<file path="src/mem_consts.svh">
`ifndef MEM_CONSTS_SVH
`define MEM_CONSTS_SVH

// cache geometry
`define NUM_SETS    16
`define OFFSET_W    5
`define INDEX_W     4
`define TAG_W       23

// data widths and bursts
`define BURST_BEATS 4
`define WORD_W      32
`define DWORD_W     64
`define LINE_W      256

`endif

</file>
<file path="src/mem_pkg.sv">
`default_nettype none

`include "mem_consts.svh"

package mem_pkg;

    typedef logic [`WORD_W-1:0]  word_t;
    typedef logic [`DWORD_W-1:0] dword_t;
    typedef logic [`LINE_W-1:0]  line_t;

    typedef struct packed {
        logic [`TAG_W-1:0]    tag;
        logic [`INDEX_W-1:0]  index;
        logic [`OFFSET_W-1:0] offset;
    } cache_addr_t;

    // same address word, plain or split
    typedef union packed {
        word_t       raw;
        cache_addr_t f;
    } cache_addr_u;

    // cpu side, one word
    typedef struct packed {
        word_t                 addr;
        logic [`WORD_W/8-1:0]  rmask;
        logic [`WORD_W/8-1:0]  wmask;
        word_t                 wdata;
    } mem_req_t;

    typedef struct packed {
        word_t rdata;
        logic  resp;
    } mem_rsp_t;

    // line port, one 32-byte line
    typedef struct packed {
        word_t addr;
        logic  read;
        logic  write;
        line_t wdata;
    } line_req_t;

    typedef struct packed {
        line_t rdata;
        logic  resp;
    } line_rsp_t;

endpackage

`default_nettype wire

</file>
<file path="src/mem_arbiter.sv">
`timescale 1ns/1ps
`default_nettype none

module mem_arbiter (
    input  logic                clk,
    input  logic                rst,
    input  mem_pkg::line_req_t  icache_req_i,
    input  mem_pkg::line_req_t  dcache_req_i,
    output mem_pkg::line_rsp_t  icache_rsp_o,
    output mem_pkg::line_rsp_t  dcache_rsp_o,
    output mem_pkg::line_req_t  mem_req_o,
    input  mem_pkg::line_rsp_t  mem_rsp_i
);
    import mem_pkg::*;

    logic busy_q;
    // 1 means data cache owns the port
    logic owner_q;
    logic i_want;
    logic d_want;

    assign i_want = icache_req_i.read || icache_req_i.write;
    assign d_want = dcache_req_i.read || dcache_req_i.write;

    always_ff @(posedge clk) begin
        if (rst) begin
            busy_q  <= 1'b0;
            owner_q <= 1'b0;
        end else if (!busy_q) begin
            if (d_want) begin
                busy_q  <= 1'b1;
                owner_q <= 1'b1;
            end else if (i_want) begin
                busy_q  <= 1'b1;
                owner_q <= 1'b0;
            end
        end else if (mem_rsp_i.resp) begin
            busy_q <= 1'b0;
        end
    end

    always_comb begin
        mem_req_o = '0;
        if (busy_q) begin
            mem_req_o = owner_q ? dcache_req_i : icache_req_i;
        end

        icache_rsp_o.rdata = mem_rsp_i.rdata;
        icache_rsp_o.resp  = busy_q && !owner_q && mem_rsp_i.resp;
        dcache_rsp_o.rdata = mem_rsp_i.rdata;
        dcache_rsp_o.resp  = busy_q && owner_q && mem_rsp_i.resp;
    end

    assert property (@(posedge clk) disable iff (rst) !(mem_req_o.read && mem_req_o.write));

endmodule

`default_nettype wire

</file>
<file path="config.mk">
export PLATFORM = sky130hd
export DESIGN_NAME = mem_arbiter
export DESIGN_NICKNAME = d
export VERILOG_FILES = /design/src/mem_pkg.sv /design/src/mem_arbiter.sv
export VERILOG_INCLUDE_DIRS = /design/src
export SDC_FILE = /design/constraint.sdc
export NUM_CORES = 1
export LEC_CHECK = 0
export BUFFER_PORTS_ARGS = -buffer_cell sky130_fd_sc_hd__buf_2
export CAP_MARGIN = 25
export CELL_PAD_IN_SITES_DETAIL_PLACEMENT = 1
export CELL_PAD_IN_SITES_GLOBAL_PLACEMENT = 1
export CORE_AREA = 2 2 643 645
export DETAILED_ROUTE_END_ITERATION = 8
export DIE_AREA = 0 0 645 647
export GPL_TIMING_DRIVEN = 0
export MAX_ROUTING_LAYER = met4
export PLACE_DENSITY_LB_ADDON = 0.1
export SLEW_MARGIN = 20
export SYNTH_ARGS = -nofsm -noshare
export SYNTH_HDL_FRONTEND = slang
export SYNTH_SLANG_ARGS = --single-unit
</file>
<file path="constraint.sdc">
create_clock -name clk -period 3.07 [get_ports clk]
set_input_delay 0.307 -clock clk [delete_from_list [all_inputs] [get_ports clk]]
set_output_delay 0.307 -clock clk [all_outputs]
set_load 0.005 [all_outputs]
</file>
==> run_results.csv <==
group,metric,value,unit
synth,synthFlopType,"dfxtp_1",
synth,ys_warn_count,0,
global_route,grtUsageTotal,0.114,
power,ir_drop,0.107,mV
sta,hold_viol_final,0,
clock_network,cts_tree,"done",
synth,synth_common_cells,"buf_4 (515), mux2i_1 (290), nor2b_1 (290)",
synth,syn_nets,2009,
synth,synth_cells,1170,
placement,finalWeightedCongestion,0.928,
synth,async_flop_share,0,
placement,place_hpwl,235000,um
critical_path,path_buf_inv,4,
drt,ant_nets,0,
sta,worstMarginPinSlew,1100,ps
drt,drc,0,
power,sw_frac_of_total,0.558,
sta,rsz0062_at_grt,"false",
sta,max_freq,344,MHz
power,intPower,1.85,mW
synth,yosysMostFrequentCell,"buf_4",
critical_path,crit_fanout,10,
hold_path,min_path_type,"in -> reg",
job,drv_cap,0,
synth,synth-compound-area-share,0.00336,
final_layout,drive_gt1_frac,0.768,
die,die_height,647,um
critical_path,path_cells,"buf_6 > buf_12 > buf_8 > mux2i_1 > nor2b_1 > buf_2",
final_layout,area_growth,154,%
die,coreArea,0.411,sq mm
critical_path,critPathSlowestCell,"mux2i_1",
final_layout,fin_util,0.0576,
global_route,antenna_found_initial,192,
clock_network,cts-resized-gates,2,
drt,initialDrtViolationCount,444,
clock_network,cts_made_buffers,3,
critical_path,crit_family,"multiplexers",
clock_network,clk_latency,220,ps
power,power_switching,2.33,mW
global_route,grt_start_max_net_pins,11,
placement,numPortBuffers,1386,
critical_path,cp-end-kind,"output pin",
critical_path,path_class,"reg -> out",
final_layout,final_nets,3406,
placement,place_inst,8036,
synth,synth.yosys.seq_area_share,0.00430,
global_route,overflow,0,
synth,post_synth_xor_area_fraction,0,
final_layout,finalNonFillerCells,8181,
synth,synthMuxAreaShare,0.312,
global_route,grt_pass1_vias,14545,
status,outcome,"complete, no violations",
drt,drt-pass1-iter-count,4,
global_route,grt_pass1_wl,272000,um
synth,yosys-top-cells-area,"buf_4 (41%), mux2i_1 (31%), nor2b_1 (19%)",
sta,relSlewSlack,0.243,
clock_network,clk_pin_slew_worst_paths,30,ps
clock_network,ctsHtreeMaxLevel,1,
die,pin_count,1643,
critical_path,start_kind,"flop",
synth,synth-adder-area-share,0,
clock_network,cts_root_buf,"clkbuf_16",
power,p_leak,10.5,nW
critical_path,crit_required,2760,ps
clock_network,hold_buffers,0,
critical_path,worstPathArrival,2600,ps
die,placementRows,236,
drt,avgViaCountPerCell,1.70,
power,power.density,177,mW/mm^2
critical_path,slowest_delay,920,ps
sta,setup_viol,0,
sta,drv_slew,0,
clock_network,clockBufferDepth,2,
drt,vias,13919,
sta,fin_worst_skew,0.0578,ps
synth,synthSimpleGateAreaFrac,0.198,
sta,fin_tns_setup,0,ps
drt,wl_per_cell,29.6,um
synth,yosys.area.top_type_share,0.415,
die,die_area,0.417,sq mm
power,clockPowerShare,0.047,
drt,wl,242000,um
sta,min_period_over_period,0.946,
sta,min_period,2910,ps
synth,synth_top_family_by_area,"buffers and inverters",
clock_network,post_cts_buffers,0,
power,combPwrFrac,0.946,
clock_network,clkSinkCount,2,
synth,avgSynthCellArea,7.96,sq um
die,die_w,645,um
die,initial_core_util,0.0227,
synth,syn-cell-area,0.00932,sq mm
synth,synth_seq_cells,2,
synth,synth_cell_types,18,
power,p_seq_frac,0.007,
synth,yosysTopAreaCell,"buf_4",
synth,synth_edf_count,0,
## metal layers
layer  vias to the layer above  wire (um)  share of wire  GRT usage
met4                         0       1690         0.0070    0.00692
li1                       6270          -              -          -
met2                      1009     114000           0.47      0.186
met5                         -          0              0          -
met3                       134      31500           0.13     0.0636
met1                      6506      94700           0.39      0.125
## final timing paths
| kind | start | end | slack (ps) | cells past startpoint |
|---|---|---|---|---|
| setup / recovery | owner_q | mem_req_o[207] | 160 | 6 |
| hold / removal | rst | owner_q | 370 | 2 |
| setup reg to reg | busy_q | owner_q | 1760 | 4 |
| hold reg to reg | busy_q | busy_q | 950 | 3 |
## state kept, by name (all words and copies together) (netlist names)
signal	cells
busy_q	1
owner_q	1
## kinds of logic (layout without fill, tap and decap cells)
family	after synthesis	after routing
buf+inv	578	1973
simple gates	296	296
mux	290	290
compound gates	4	4
flops	2	2
other cells	0	142
## layout make-up
class	instances	area (sq um)
fill	49635	387000
buffer	578	4500
antenna	142	355
timing repair buffer	1392	6990
tap	5474	6850
multi-input combinational	590	4850
clock buffer	3	75.1
sequential	2	40.0
## cell usage in the layout (no fill, tap or decap)
cell,synthesis,layout
buf_2,3,1389
buf_4,515,520
nor2b_1,290,289
mux2i_1,290,271
diode_2,0,142
clkbuf_1,29,25
buf_8,21,21
mux2i_2,0,19
buf_12,9,9
clkbuf_2,0,4
clkbuf_16,0,3
buf_6,1,2
nor2_1,2,2
dfxtp_1,2,2
nor2b_2,0,1
nand2_1,1,1
and3_1,1,1
or4_1,1,1
a21oi_1,1,1
o21a_1,1,1
o21ba_2,1,1
nand2b_1,1,1
o32ai_1,1,1
## power groups by stage
stage | Sequential (mW) | Clock [mW] | Combinational [mW]
floorplan | 0.0296 | 0 | 1.49
global placement | 0.0298 | 0 | 4.21
detailed placement | 0.0297 | 0 | 4.22
CTS | 0.0294 | 0.199 | 4.24
global route | 0.0294 | 0.203 | 4.33
finish | 0.0294 | 0.195 | 3.96
## per-stage QoR
step                      setup slack (ps)  hold WS, ps  total power [mW]  cell area, sq um
final                                  165          368              4.18             23700
after global routing                  24.3          375              4.56             23600
after CTS                             42.5          375              4.46             23300
after detailed placement               232          606              4.25             23200
after global placement                -104          594              4.24             23100
after floorplan                       1790          422              1.52              9320
No activity file was read; power rests on OpenSTA's default activity.
