--- src/mem_consts.svh ---
`ifndef MEM_CONSTS_SVH
`define MEM_CONSTS_SVH

// cache geometry
`define NUM_SETS    16
`define OFFSET_W    5
`define INDEX_W     4
`define TAG_W       23

// data widths and bursts
`define BURST_BEATS 4
`define WORD_W      32
`define DWORD_W     64
`define LINE_W      256

`endif

--- src/mem_pkg.sv ---
`default_nettype none

`include "mem_consts.svh"

package mem_pkg;

    typedef logic [`WORD_W-1:0]  word_t;
    typedef logic [`DWORD_W-1:0] dword_t;
    typedef logic [`LINE_W-1:0]  line_t;

    typedef struct packed {
        logic [`TAG_W-1:0]    tag;
        logic [`INDEX_W-1:0]  index;
        logic [`OFFSET_W-1:0] offset;
    } cache_addr_t;

    // same address word, plain or split
    typedef union packed {
        word_t       raw;
        cache_addr_t f;
    } cache_addr_u;

    // cpu side, one word
    typedef struct packed {
        word_t                 addr;
        logic [`WORD_W/8-1:0]  rmask;
        logic [`WORD_W/8-1:0]  wmask;
        word_t                 wdata;
    } mem_req_t;

    typedef struct packed {
        word_t rdata;
        logic  resp;
    } mem_rsp_t;

    // line port, one 32-byte line
    typedef struct packed {
        word_t addr;
        logic  read;
        logic  write;
        line_t wdata;
    } line_req_t;

    typedef struct packed {
        line_t rdata;
        logic  resp;
    } line_rsp_t;

endpackage

`default_nettype wire

--- src/cacheline_adaptor.sv ---
`timescale 1ns/1ps
`default_nettype none

`include "mem_consts.svh"

module cacheline_adaptor (
    input  logic                clk,
    input  logic                rst,
    input  mem_pkg::line_req_t  line_req_i,
    output mem_pkg::line_rsp_t  line_rsp_o,
    output mem_pkg::word_t      bmem_addr_o,
    output logic                bmem_read_o,
    output logic                bmem_write_o,
    output mem_pkg::dword_t     bmem_wdata_o,
    input  logic                bmem_ready_i,
    input  mem_pkg::word_t      bmem_raddr_i,
    input  mem_pkg::dword_t     bmem_rdata_i,
    input  logic                bmem_rvalid_i
);
    import mem_pkg::*;

    localparam logic [2:0] ST_IDLE    = 3'd0;
    localparam logic [2:0] ST_WRITE   = 3'd1;
    localparam logic [2:0] ST_RD_REQ  = 3'd2;
    localparam logic [2:0] ST_RD_DATA = 3'd3;
    localparam logic [2:0] ST_DONE    = 3'd4;

    localparam int CNT_W = $clog2(`BURST_BEATS);
    localparam logic [CNT_W-1:0] LAST_BEAT = CNT_W'(`BURST_BEATS - 1);

    logic [2:0]       state_q;
    logic [CNT_W-1:0] beat_q;
    line_t            shift_q;
    cache_addr_u      addr_q;
    logic             rd_beat;

    // every beat of a burst carries the line address
    assign rd_beat = (state_q == ST_RD_DATA) && bmem_rvalid_i && (bmem_raddr_i == addr_q.raw);

    always_ff @(posedge clk) begin
        if (rst) begin
            state_q <= ST_IDLE;
            beat_q  <= '0;
        end else begin
            case (state_q)
                ST_IDLE: begin
                    beat_q <= '0;
                    if (line_req_i.write) begin
                        state_q <= ST_WRITE;
                    end else if (line_req_i.read) begin
                        state_q <= ST_RD_REQ;
                    end
                end
                ST_WRITE: begin
                    if (bmem_ready_i) begin
                        beat_q <= beat_q + 1'b1;
                        if (beat_q == LAST_BEAT) begin
                            state_q <= ST_DONE;
                        end
                    end
                end
                ST_RD_REQ: begin
                    if (bmem_ready_i) begin
                        state_q <= ST_RD_DATA;
                    end
                end
                ST_RD_DATA: begin
                    if (rd_beat) begin
                        beat_q <= beat_q + 1'b1;
                        if (beat_q == LAST_BEAT) begin
                            state_q <= ST_DONE;
                        end
                    end
                end
                default: state_q <= ST_IDLE;
            endcase
        end
    end

    // line shifts out low beat first and fills from the top
    always_ff @(posedge clk) begin
        if (state_q == ST_IDLE) begin
            addr_q.raw <= line_req_i.addr;
            shift_q    <= line_req_i.wdata;
        end else if ((state_q == ST_WRITE) && bmem_ready_i) begin
            shift_q <= shift_q >> `DWORD_W;
        end else if (rd_beat) begin
            shift_q <= {bmem_rdata_i, shift_q[`LINE_W-1:`DWORD_W]};
        end
    end

    assign bmem_addr_o  = addr_q.raw;
    assign bmem_write_o = (state_q == ST_WRITE) && bmem_ready_i;
    assign bmem_read_o  = (state_q == ST_RD_REQ) && bmem_ready_i;
    assign bmem_wdata_o = shift_q[`DWORD_W-1:0];

    always_comb begin
        line_rsp_o.rdata = shift_q;
        line_rsp_o.resp  = (state_q == ST_DONE);
    end

    // read beats only come back while a read burst is pending
    assert property (@(posedge clk) disable iff (rst) bmem_rvalid_i |-> (state_q == ST_RD_DATA));

endmodule

`default_nettype wire

--- config.mk ---
export PLATFORM = sky130hd
export DESIGN_NAME = cacheline_adaptor
export DESIGN_NICKNAME = d
export VERILOG_FILES = /design/src/mem_pkg.sv /design/src/cacheline_adaptor.sv
export VERILOG_INCLUDE_DIRS = /design/src
export SDC_FILE = /design/constraint.sdc
export NUM_CORES = 1
export LEC_CHECK = 0
export BUFFER_PORTS_ARGS = -buffer_cell sky130_fd_sc_hd__buf_4
export CORE_AREA = 5 5 286 288
export CTS_BUF_LIST = sky130_fd_sc_hd__clkbuf_8
export CTS_CLUSTER_DIAMETER = 100
export CTS_CLUSTER_SIZE = 28
export DETAILED_ROUTE_END_ITERATION = 16
export DIE_AREA = 0 0 291 293
export PLACE_DENSITY = 0.47
export SLEW_MARGIN = 0
export SYNTH_ARGS = -nofsm -noshare
export SYNTH_HDL_FRONTEND = slang
export SYNTH_SLANG_ARGS = --single-unit
export TNS_END_PERCENT = 5
--- constraint.sdc ---
create_clock -name clk -period 7.78 [get_ports clk]
set_input_delay 1.556 -clock clk [delete_from_list [all_inputs] [get_ports clk]]
set_output_delay 1.556 -clock clk [all_outputs]
set_load 0.01 [all_outputs]
==> flow_summary.json <==
{
  "ctsLongestPathBuffers": 3,
  "drt_wl_total_um": 49400,
  "hold_viol": 0,
  "clkTransAtPathRegs_ps": 170,
  "fin_ws_ps": 3790,
  "synthesis.area_um2": 12900,
  "start_util_pct": 16.4,
  "synth_common_cells": "edfxtp_1, mux2_1, a22o_1, buf_4, buf_2",
  "hold_depth": 1,
  "min_from": "shift_q[189]$_DFFE_PP_",
  "cts_tree": "built",
  "drt-wirelength-per-cell_um": 20.0,
  "crit_path_max_fanout": 4,
  "pwr-share-seq_pct": 51.4,
  "dpl_worst_slack_ps": 3210,
  "ir_worst_vdd_v": 0.000132,
  "die_w_um": 291,
  "avgSynthCellArea_um2": 17.3,
  "worst_ep_required_time_ps": 6220,
  "htreeDepth": 1,
  "std_cell_rows": 103,
  "startpoint_type": "input port",
  "syn_inst": 743,
  "holdBufCountCts": 0,
  "setup_viol": 0,
  "crit_path_end_kind": "output pin",
  "clk_latency_ps": 640,
  "syn2layout_area_growth_pct": 52.5,
  "synth.net_count": 1134,
  "dp_hpwl_um": 39000,
  "rsz0062_at_grt": "no",
  "min_to": "shift_q[125]$_DFFE_PP_",
  "final_layout_size_suffix_gt1_share_pct": 55.7,
  "r2r_setup_slack_ps": 4460,
  "synth_top_area_share_pct": 67.2,
  "yosys_warnings": 0,
  "crit_start": "bmem_ready_i",
  "drt_iter0_markers": 427,
  "tightest_slew_ps": 1010,
  "slew_viol_final": 0,
  "io_buffers": 744,
  "coreArea_um2": 78600,
  "synth_edf_count": 288,
  "max_cap_viol_count": 0,
  "yosysTopAreaCell": "edfxtp_1",
  "grt_pass1_vias": 9901,
  "synth_area_leaders": "edfxtp_1, mux2_1, a22o_1",
  "crit_type": "in -> out",
  "path_common_cell": "buf_4",
  "post_cts_buffers": 0,
  "async_flop_share_pct": 0,
  "finalCritPeriodShare_pct": 51.3,
  "skew_ps": 51.4,
  "die-area_um2": 85300,
  "reg2reg_from": "state_q[0]$_SDFFE_PP0P_",
  "p_leak_nw": 8.13,
  "r2r_cells": 6,
  "slew_headroom_pct": 32.4,
  "p_sw_w": 0.00140,
  "synth_cell_types": 45,
  "antenna_left": 0,
  "numCtsBuffers": 18,
  "num_vias": 9014,
  "nets": 1802,
  "cpMaxStageDelayCell": "nor3_1",
  "cp.arrival_ps": 2430,
  "p_per_area_nw_per_um2": 225,
  "clock_sinks": 293,
  "fin_setup_tns_ps": 0,
  "gp_congestion": 0.831,
  "r2r-end": "shift_q[162]$_DFFE_PP_",
  "grt_overflow": 0,
  "p_int_w": 0.00303,
  "seq_area_frac_synth_pct": 68.0,
  "grt_antenna_before_repair": 1,
  "min_period_ps": 3990,
  "vias_per_cell": 3.64,
  "fp.dieH_um": 293,
  "hold_path.class": "reg -> reg",
  "cts_resized": 0,
  "p_sw_share_pct": 31.6,
  "grt_max_degree": 139,
  "ys_ff_latch": 293,
  "p_comb_share_pct": 28.7,
  "root_buffer": "clkbuf_8",
  "yosysMostFrequentCell": "edfxtp_1",
  "status": "finished, final reports clean",
  "groute.usage.overall_pct": 10.7,
  "grt_pass1_wl_um": 69400,
  "max_freq_ghz": 0.251,
  "p_clk_share_pct": 19.9,
  "worstPathCellList": "buf_4 > nand2_1 > nor3_1 > buf_4",
  "cpPeakStageDelay_ps": 470,
  "firstDrtPassIters": 5,
  "io_pins": 745,
  "drc": 0,
  "synth_flop_cell": "edfxtp_1"
}
-- per-stage QoR --
step	cells	area, um2	hold slack [ps]	power, W	utilization [%]
2_1_floorplan	743	12900	505	0.00283	-
3_3_place_gp	2441	19200	538	0.00361	24.4
3_5_place_dp	2441	19200	541	0.00361	24.4
4_1_cts	2472	19600	565	0.00452	24.9
5_1_grt	2472	19600	570	0.00465	24.9
6_report	2474	19600	555	0.00442	25.0
-- metal layers --
| metal | up-vias | global-route usage [%] | routed length, um |
|---|---|---|---|
| li1 | 4159 | - | - |
| met1 | 4424 | 12.1 | 18000 |
| met2 | 393 | 19.8 | 26400 |
| met3 | 38 | 3.21 | 3840 |
| met4 | 0 | 2.38 | 1180 |
| met5 | - | 0 | 0 |
-- layout by cell type (no fill, tap or decap), drive strengths merged, types with 7 or more instances in the layout --
cell type | synthesis | routed
clkbuf | 5 | 19
edfxtp | 288 | 288
buf | 97 | 750
xnor2 | 11 | 11
nor2 | 7 | 7
a22o | 64 | 64
mux2 | 192 | 192
xor2 | 21 | 21
inv | 3 | 12
-- cell type report --
cell class | count | area [um2]
antenna | 2 | 5.00
clock buffer | 19 | 262
clock inverter | 12 | 154
fill | 8287 | 59000
inverter | 3 | 11.3
multi-input combinational | 345 | 3460
sequential | 293 | 8750
tap | 1050 | 1310
timing repair buffer | 750 | 5670
-- how the worst max path moves through the flow --
stage	to	slack [ps]	depth (start not counted)
finish	bmem_read_o	3790	4
global route	bmem_read_o	3770	4
CTS	bmem_read_o	3750	4
detailed placement	shift_q[162]$_DFFE_PP_	3210	7
global placement	shift_q[227]$_DFFE_PP_	3260	7
floorplan	shift_q[0]$_DFFE_PP_	1890	5
-- cell families (layout without fill, tap and decap cells) --
logic type                 Yosys count  after routing  share of synthesized area (%)
DFF                                293            293                           68.0
and+or+nand+nor                     43             43                           2.48
AOI/OAI and AO/OA                   77             77                           5.04
other                                0              2                              0
buffers and inverters              105            784                           5.37
xor gates and xnor gates            32             32                           2.18
muxes                              192            192                           16.8
adders and majority gates            1              1                         0.0973
-- power by group through the flow --
stage / clock network, W / registers [W] / logic [W]
6_report: 0.000880 / 0.00227 / 0.00127
5_1_grt: 0.000989 / 0.00231 / 0.00135
4_1_cts: 0.000938 / 0.00228 / 0.00130
3_5_place_dp: 0 / 0.00231 / 0.00130
3_3_place_gp: 0 / 0.00231 / 0.00130
2_1_floorplan: 0 / 0.00239 / 0.000443
-- state kept, by name, indices dropped and copies added (netlist names) --
register,flops
beat_q,2
bmem_addr_o,32
shift_q,256
state_q,3
-- worst max-delay path: cells and delay by family --
kind	cells	cell delay (ps)
simple gates	2	530
buf+inv	2	350
Power figures use the tool's default switching activity.
