--- src/mem_consts.svh ---
`ifndef MEM_CONSTS_SVH
`define MEM_CONSTS_SVH

// cache geometry
`define NUM_SETS    16
`define OFFSET_W    5
`define INDEX_W     4
`define TAG_W       23

// data widths and bursts
`define BURST_BEATS 4
`define WORD_W      32
`define DWORD_W     64
`define LINE_W      256

`endif

--- src/mem_pkg.sv ---
`default_nettype none

`include "mem_consts.svh"

package mem_pkg;

    typedef logic [`WORD_W-1:0]  word_t;
    typedef logic [`DWORD_W-1:0] dword_t;
    typedef logic [`LINE_W-1:0]  line_t;

    typedef struct packed {
        logic [`TAG_W-1:0]    tag;
        logic [`INDEX_W-1:0]  index;
        logic [`OFFSET_W-1:0] offset;
    } cache_addr_t;

    // same address word, plain or split
    typedef union packed {
        word_t       raw;
        cache_addr_t f;
    } cache_addr_u;

    // cpu side, one word
    typedef struct packed {
        word_t                 addr;
        logic [`WORD_W/8-1:0]  rmask;
        logic [`WORD_W/8-1:0]  wmask;
        word_t                 wdata;
    } mem_req_t;

    typedef struct packed {
        word_t rdata;
        logic  resp;
    } mem_rsp_t;

    // line port, one 32-byte line
    typedef struct packed {
        word_t addr;
        logic  read;
        logic  write;
        line_t wdata;
    } line_req_t;

    typedef struct packed {
        line_t rdata;
        logic  resp;
    } line_rsp_t;

endpackage

`default_nettype wire

--- src/line_cache.sv ---
`timescale 1ns/1ps
`default_nettype none

`include "mem_consts.svh"

module line_cache #(
    parameter int unsigned WRITABLE = 1
) (
    input  logic                clk,
    input  logic                rst,
    input  mem_pkg::mem_req_t   ufp_req_i,
    output mem_pkg::mem_rsp_t   ufp_rsp_o,
    output mem_pkg::line_req_t  dfp_req_o,
    input  mem_pkg::line_rsp_t  dfp_rsp_i
);
    import mem_pkg::*;

    localparam logic [1:0] ST_COMPARE   = 2'd0;
    localparam logic [1:0] ST_WRITEBACK = 2'd1;
    localparam logic [1:0] ST_FILL      = 2'd2;

    localparam int WORD_SEL_W = `OFFSET_W - 2;

    line_t                line_mem [`NUM_SETS];
    logic [`TAG_W-1:0]    tag_mem  [`NUM_SETS];
    logic [`NUM_SETS-1:0] valid_q;
    logic [`NUM_SETS-1:0] dirty_q;

    logic [1:0]           state_q;
    logic                 resp_q;
    word_t                rdata_q;

    cache_addr_u          req_addr;
    cache_addr_u          victim_addr;
    cache_addr_u          fill_addr;
    logic [`INDEX_W-1:0]  idx;
    logic [WORD_SEL_W-1:0] word_sel;
    logic                 req_live;
    logic                 accept;
    logic                 hit;
    logic                 do_write;
    logic                 victim_dirty;
    line_t                cur_line;
    line_t                merged_line;

    always_comb begin
        req_addr.raw = ufp_req_i.addr;
        idx          = req_addr.f.index;
        word_sel     = req_addr.f.offset[`OFFSET_W-1:2];

        // victim rebuilt from the stored tag
        victim_addr.f.tag    = tag_mem[idx];
        victim_addr.f.index  = idx;
        victim_addr.f.offset = '0;

        fill_addr.f.tag      = req_addr.f.tag;
        fill_addr.f.index    = idx;
        fill_addr.f.offset   = '0;
    end

    assign req_live     = (ufp_req_i.rmask != '0) || (ufp_req_i.wmask != '0);
    // skip the request that was just answered
    assign accept       = (state_q == ST_COMPARE) && req_live && !resp_q;
    assign hit          = valid_q[idx] && (tag_mem[idx] == req_addr.f.tag);
    assign do_write     = (WRITABLE != 0) && (ufp_req_i.wmask != '0);
    assign victim_dirty = (WRITABLE != 0) && valid_q[idx] && dirty_q[idx];
    assign cur_line     = line_mem[idx];

    // byte merge of the store into the addressed word
    always_comb begin
        merged_line = cur_line;
        for (int b = 0; b < `WORD_W/8; b++) begin
            if (ufp_req_i.wmask[b]) begin
                merged_line[word_sel*`WORD_W + b*8 +: 8] = ufp_req_i.wdata[b*8 +: 8];
            end
        end
    end

    always_ff @(posedge clk) begin
        if (rst) begin
            state_q <= ST_COMPARE;
            resp_q  <= 1'b0;
            valid_q <= '0;
            dirty_q <= '0;
        end else begin
            resp_q <= 1'b0;
            case (state_q)
                ST_COMPARE: begin
                    if (accept) begin
                        if (hit) begin
                            resp_q <= 1'b1;
                            if (do_write) begin
                                dirty_q[idx] <= 1'b1;
                            end
                        end else if (victim_dirty) begin
                            state_q <= ST_WRITEBACK;
                        end else begin
                            state_q <= ST_FILL;
                        end
                    end
                end
                ST_WRITEBACK: begin
                    if (dfp_rsp_i.resp) begin
                        dirty_q[idx] <= 1'b0;
                        state_q      <= ST_FILL;
                    end
                end
                ST_FILL: begin
                    if (dfp_rsp_i.resp) begin
                        valid_q[idx] <= 1'b1;
                        // access finishes as a hit
                        state_q      <= ST_COMPARE;
                    end
                end
                default: state_q <= ST_COMPARE;
            endcase
        end
    end

    // data and tag arrays
    always_ff @(posedge clk) begin
        if (accept && hit) begin
            rdata_q <= cur_line[word_sel*`WORD_W +: `WORD_W];
            if (do_write) begin
                line_mem[idx] <= merged_line;
            end
        end
        if ((state_q == ST_FILL) && dfp_rsp_i.resp) begin
            line_mem[idx] <= dfp_rsp_i.rdata;
            tag_mem[idx]  <= req_addr.f.tag;
        end
    end

    always_comb begin
        ufp_rsp_o.rdata = rdata_q;
        ufp_rsp_o.resp  = resp_q;

        dfp_req_o.read  = (state_q == ST_FILL);
        dfp_req_o.write = (WRITABLE != 0) && (state_q == ST_WRITEBACK);
        dfp_req_o.addr  = (state_q == ST_WRITEBACK) ? victim_addr.raw : fill_addr.raw;
        dfp_req_o.wdata = cur_line;
    end

    // the requester holds the request through the resp cycle
    assert property (@(posedge clk) disable iff (rst) resp_q |-> req_live);

    assert property (@(posedge clk) disable iff (rst)
        (WRITABLE == 0) |-> (ufp_req_i.wmask == '0));

endmodule

`default_nettype wire

--- config.mk ---
export PLATFORM = sky130hd
export DESIGN_NAME = line_cache
export DESIGN_NICKNAME = d
export VERILOG_FILES = /design/src/mem_pkg.sv /design/src/line_cache.sv
export VERILOG_INCLUDE_DIRS = /design/src
export SDC_FILE = /design/constraint.sdc
export NUM_CORES = 2
export LEC_CHECK = 0
export ABC_CLOCK_PERIOD_IN_PS = 40600
export CORE_AREA = 2 2 604 606
export CTS_CLUSTER_DIAMETER = 30
export CTS_CLUSTER_SIZE = 24
export DETAILED_ROUTE_END_ITERATION = 10
export DIE_AREA = 0 0 606 608
export DONT_BUFFER_PORTS = 1
export GPL_ROUTABILITY_DRIVEN = 0
export PLACE_DENSITY = 0.66
export SYNTH_ARGS = -nofsm -noshare
export SYNTH_HDL_FRONTEND = slang
export SYNTH_MEMORY_MAX_BITS = 65536
export SYNTH_SLANG_ARGS = --single-unit
--- constraint.sdc ---
create_clock -name clk -period 40.6 [get_ports clk]
set_clock_uncertainty 0.1 [all_clocks]
set_input_delay 8.12 -clock clk [delete_from_list [all_inputs] [get_ports clk]]
set_output_delay 8.12 -clock clk [all_outputs]
set_load 0.01 [all_outputs]
==> impl_metrics.py <==
metrics = {
    "grt": {
        "overflow": 0,
        "first_global_vias": 95700,
        "grt_util_met1_pct": 37.9,
        "grt_usage_pct": 30.1,
        "antenna_found_initial": 90,
        "grt.busiest_layer": "met2",
        "grt_pass1_wl_um": 765000,
        "use_met3_pct": 10.5,
        "use_met2_pct": 44.9,
        "grt_max_degree": 299,
    },
    "critical_path": {
        "critPathKind": "primary input to primary output",
        "endpoint_kind": "primary output",
        "reg2reg_depth": 13,
        "start_kind": "primary input",
        "crit_top_cell": "buf_16",
        "crit_family": "buffers and inverters",
        "cp.required_ps": 32380,
        "cp.arrival_ps": 13870,
        "crit_slowest_cell": "mux4_2",
        "reg2reg_slack_ps": 33560,
        "max_stage_delay_ps": 730,
        "worstSetupPathDepth": 8,
        "critPathMaxFanout": 146,
        "crit_buf_inv": 6,
        "r2r_end": "line_mem[9][18]",
        "path_cells": "buf_16, buf_16, buf_16, buf_16, buf_16, buf_16, mux4_2, mux4_2",
        "r2r_start": "tag_mem[5][8]",
    },
    "sta": {
        "whs_ps": 369,
        "tightestPinTransition_ps": 1870,
        "timing.final.crit_share_pct": 54.4,
        "finalHoldViolCount": 0,
        "clock.fmax_mhz": 45.3,
        "tns_ps": 0,
        "rsz0062_at_grt": "false",
        "drv_slew": 183,
        "period_needed_ps": 22090,
        "final-setup-viol-count": 0,
        "slew_headroom_pct": -25.0,
    },
    "drt": {
        "drt_pass1_iterations": 7,
        "vias": 95300,
        "post_drt_wl_per_cell_um": 38.5,
        "first_iter_violations": 14900,
        "drcViolationCount": 0,
        "routed_wl_um": 558000,
        "ant_nets": 0,
        "vias_per_cell": 6.56,
    },
    "cells_and_area": {
        "drive_above_1_share_pct": 32.2,
        "area_growth_pct": 18.8,
        "layout_common_cells": "edfxtp_1, mux4_2, clkbuf_16",
        "finish.utilization_pct": 59.2,
        "mostFrequentLayoutCell": "edfxtp_1",
        "fin_nets": 9276,
        "fin_area_sq_um": 214000,
        "nFillCells": 25100,
    },
    "hold_path": {
        "hp-start": "valid_q[11]",
        "min_path_type": "flip-flop to flip-flop",
        "worst_hold_path.endpoint": "valid_q[11]",
        "holdPathStages": 2,
    },
    "placed_design": {
        "dpl.hpwl_um": 321000,
        "post_dp_cell_area_sq_um": 187000,
        "io_buffers": 0,
    },
    "logic_synthesis": {
        "synth.area.mux_share_pct": 18.8,
        "seq_area_frac_synth_pct": 75.3,
        "netlist_instances": 8305,
        "synthArstFlopShare_pct": 0,
        "synth_edf_count": 4496,
        "synth_area_per_cell_sq_um": 21.7,
        "synth.area.top_cells": "edfxtp_1, mux4_2, nand2_1, o21ai_0, mux2i_1",
        "ys_ff_latch": 4531,
        "synthSimpleGateAreaFrac_pct": 2.24,
        "synthesis.area_sq_um": 180000,
        "synth_compound_area_share_pct": 1.99,
        "ys.flop_type": "edfxtp_1",
        "ys_warn_count": 0,
        "synth_xor_area_share_pct": 0.121,
        "synth_top_family_by_area": "multiplexers",
        "ys_types": 70,
        "yosysTopAreaCell": "edfxtp_1",
        "synthAdderAreaFrac_pct": 0.0416,
        "synth_top_area_share_pct": 74.9,
    },
    "clock_network": {
        "ctsResizeCount": 0,
        "cts_sinks": 4531,
        "post_cts_buffers": 0,
        "clkLatencyLatePin_ps": 1070,
        "cts-htree-levels": 6,
        "cts_tree": "yes",
        "clock_path_buffers": 4,
        "numCtsBuffers": 798,
        "cts_root_buf": "clkbuf_16",
        "cts_hold_buf": 0,
        "clkTransAtPathRegs_ps": 40,
    },
    "die": {
        "fp.coreArea_sq_um": 362000,
        "rows": 221,
        "io_pins": 654,
        "initial_core_util_pct": 49.9,
        "die-area_sq_um": 368000,
        "die_w_um": 606,
        "die_y_um": 608,
    },
    "power": {
        "power_density_nw_per_um2": 62.5,
        "ir_drop_uv": 48.4,
        "leakage_nw": 68.5,
        "total_power_mw": 13.4,
    },
    "outcome": {
        "status": "finished with violations",
        "failed_checks": "slew limit",
    },
    "run": {
        "cap_violations": 0,
    },
}
[layout make-up]
class | instances | area, sq um | area share, %
clock buffers | 906 | 20500 | 9.55
repair buffers | 315 | 2970 | 1.39
inverters | 18 | 77.6 | 0.0362
diodes | 92 | 230 | 0.107
well taps | 4794 | 6000 | 2.80
flip-flops and latches | 4531 | 136000 | 63.3
multi-input cells | 3275 | 42100 | 19.6
clock inverters | 579 | 6730 | 3.14
[worst register-to-register path, cell delays in order (launching register included)]
cell and delay, ps:
edfxtp_1 390, mux4_1 520, nor2b_1 150, o31a_1 340
a2111oi_0 420, o2111a_1 260, and4_1 320, nand4_4 110
buf_4 360, a21oi_4 290, buf_4 760, buf_4 860
buf_4 860, buf_4 830
[cell usage after synthesis, drive strengths merged (3+ instances only)]
cell type     n
or2           3
and4          4
ha            6
o21ai       321
xnor2        17
o22ai        42
a221oi        4
and2         27
a22o          6
xor2          8
clkbuf      289
nand3        11
nor3b         3
o311ai        3
nor2b        21
dfxtp        35
inv          16
a22oi        11
nor4          6
nand2b        9
o221ai        4
or3          18
a31oi        13
nor3         16
nand2       580
buf         195
a21oi       215
mux2i       139
mux4       1414
nand4         4
and3          8
a2111oi       3
o31ai         3
edfxtp     4496
nor2        276
mux2         47
o211ai        4
[power breakdown]
| group | internal [mW] | total, mW | switching (mW) | leakage, nW |
|---|---|---|---|---|
| clock network | 4.30 | 6.66 | 2.36 | 13.1 |
| logic | 0.304 | 1.15 | 0.849 | 14.6 |
| registers | 5.56 | 5.58 | 0.0166 | 40.9 |
| total | 10.2 | 13.4 | 3.22 | 68.5 |
[worst max path at each step]
stage	start	end	slack [ps]
6_report	ufp_req_i[45]	dfp_req_o[138]	18510
5_1_grt	ufp_req_i[45]	dfp_req_o[138]	18050
4_1_cts	ufp_req_i[45]	dfp_req_o[240]	18630
3_5_place_dp	ufp_req_i[45]	dfp_req_o[182]	18630
3_3_place_gp	ufp_req_i[45]	dfp_req_o[240]	18760
2_1_floorplan	ufp_req_i[45]	line_mem[0][0]	16850
[registers in the layout, indices dropped and copies added (netlist names), named ones only]
signal    cells
state_q       2
rdata_q      32
resp_q        1
tag_mem     368
valid_q      16
line_mem   4096
[through the flow]
stage | setup slack, ps | instances
global placement | 18760 | 12900
global route | 18050 | 14500
detailed placement | 18630 | 12900
CTS | 18630 | 14400
floorplan | 16850 | 8309
finish | 18510 | 14500
[cell families (layout without fill, tap and decap cells)]
group           after synthesis  count (layout)
compound gates              652             652
xor+xnor                     25              25
fa+ha+maj                     6               6
buf+inv                     503            1818
flops                      4531            4531
mux                        1600            1600
other cells                   1              97
simple gates                987             987
[metal layers]
layer / share of wire, % / vias to the layer above
met5: 0.024 / -
met4: 7.1 / 20
met2: 46 / 6775
li1: - / 36600
met3: 13 / 1366
met1: 34 / 50500
Power figures use the tool's default switching activity.
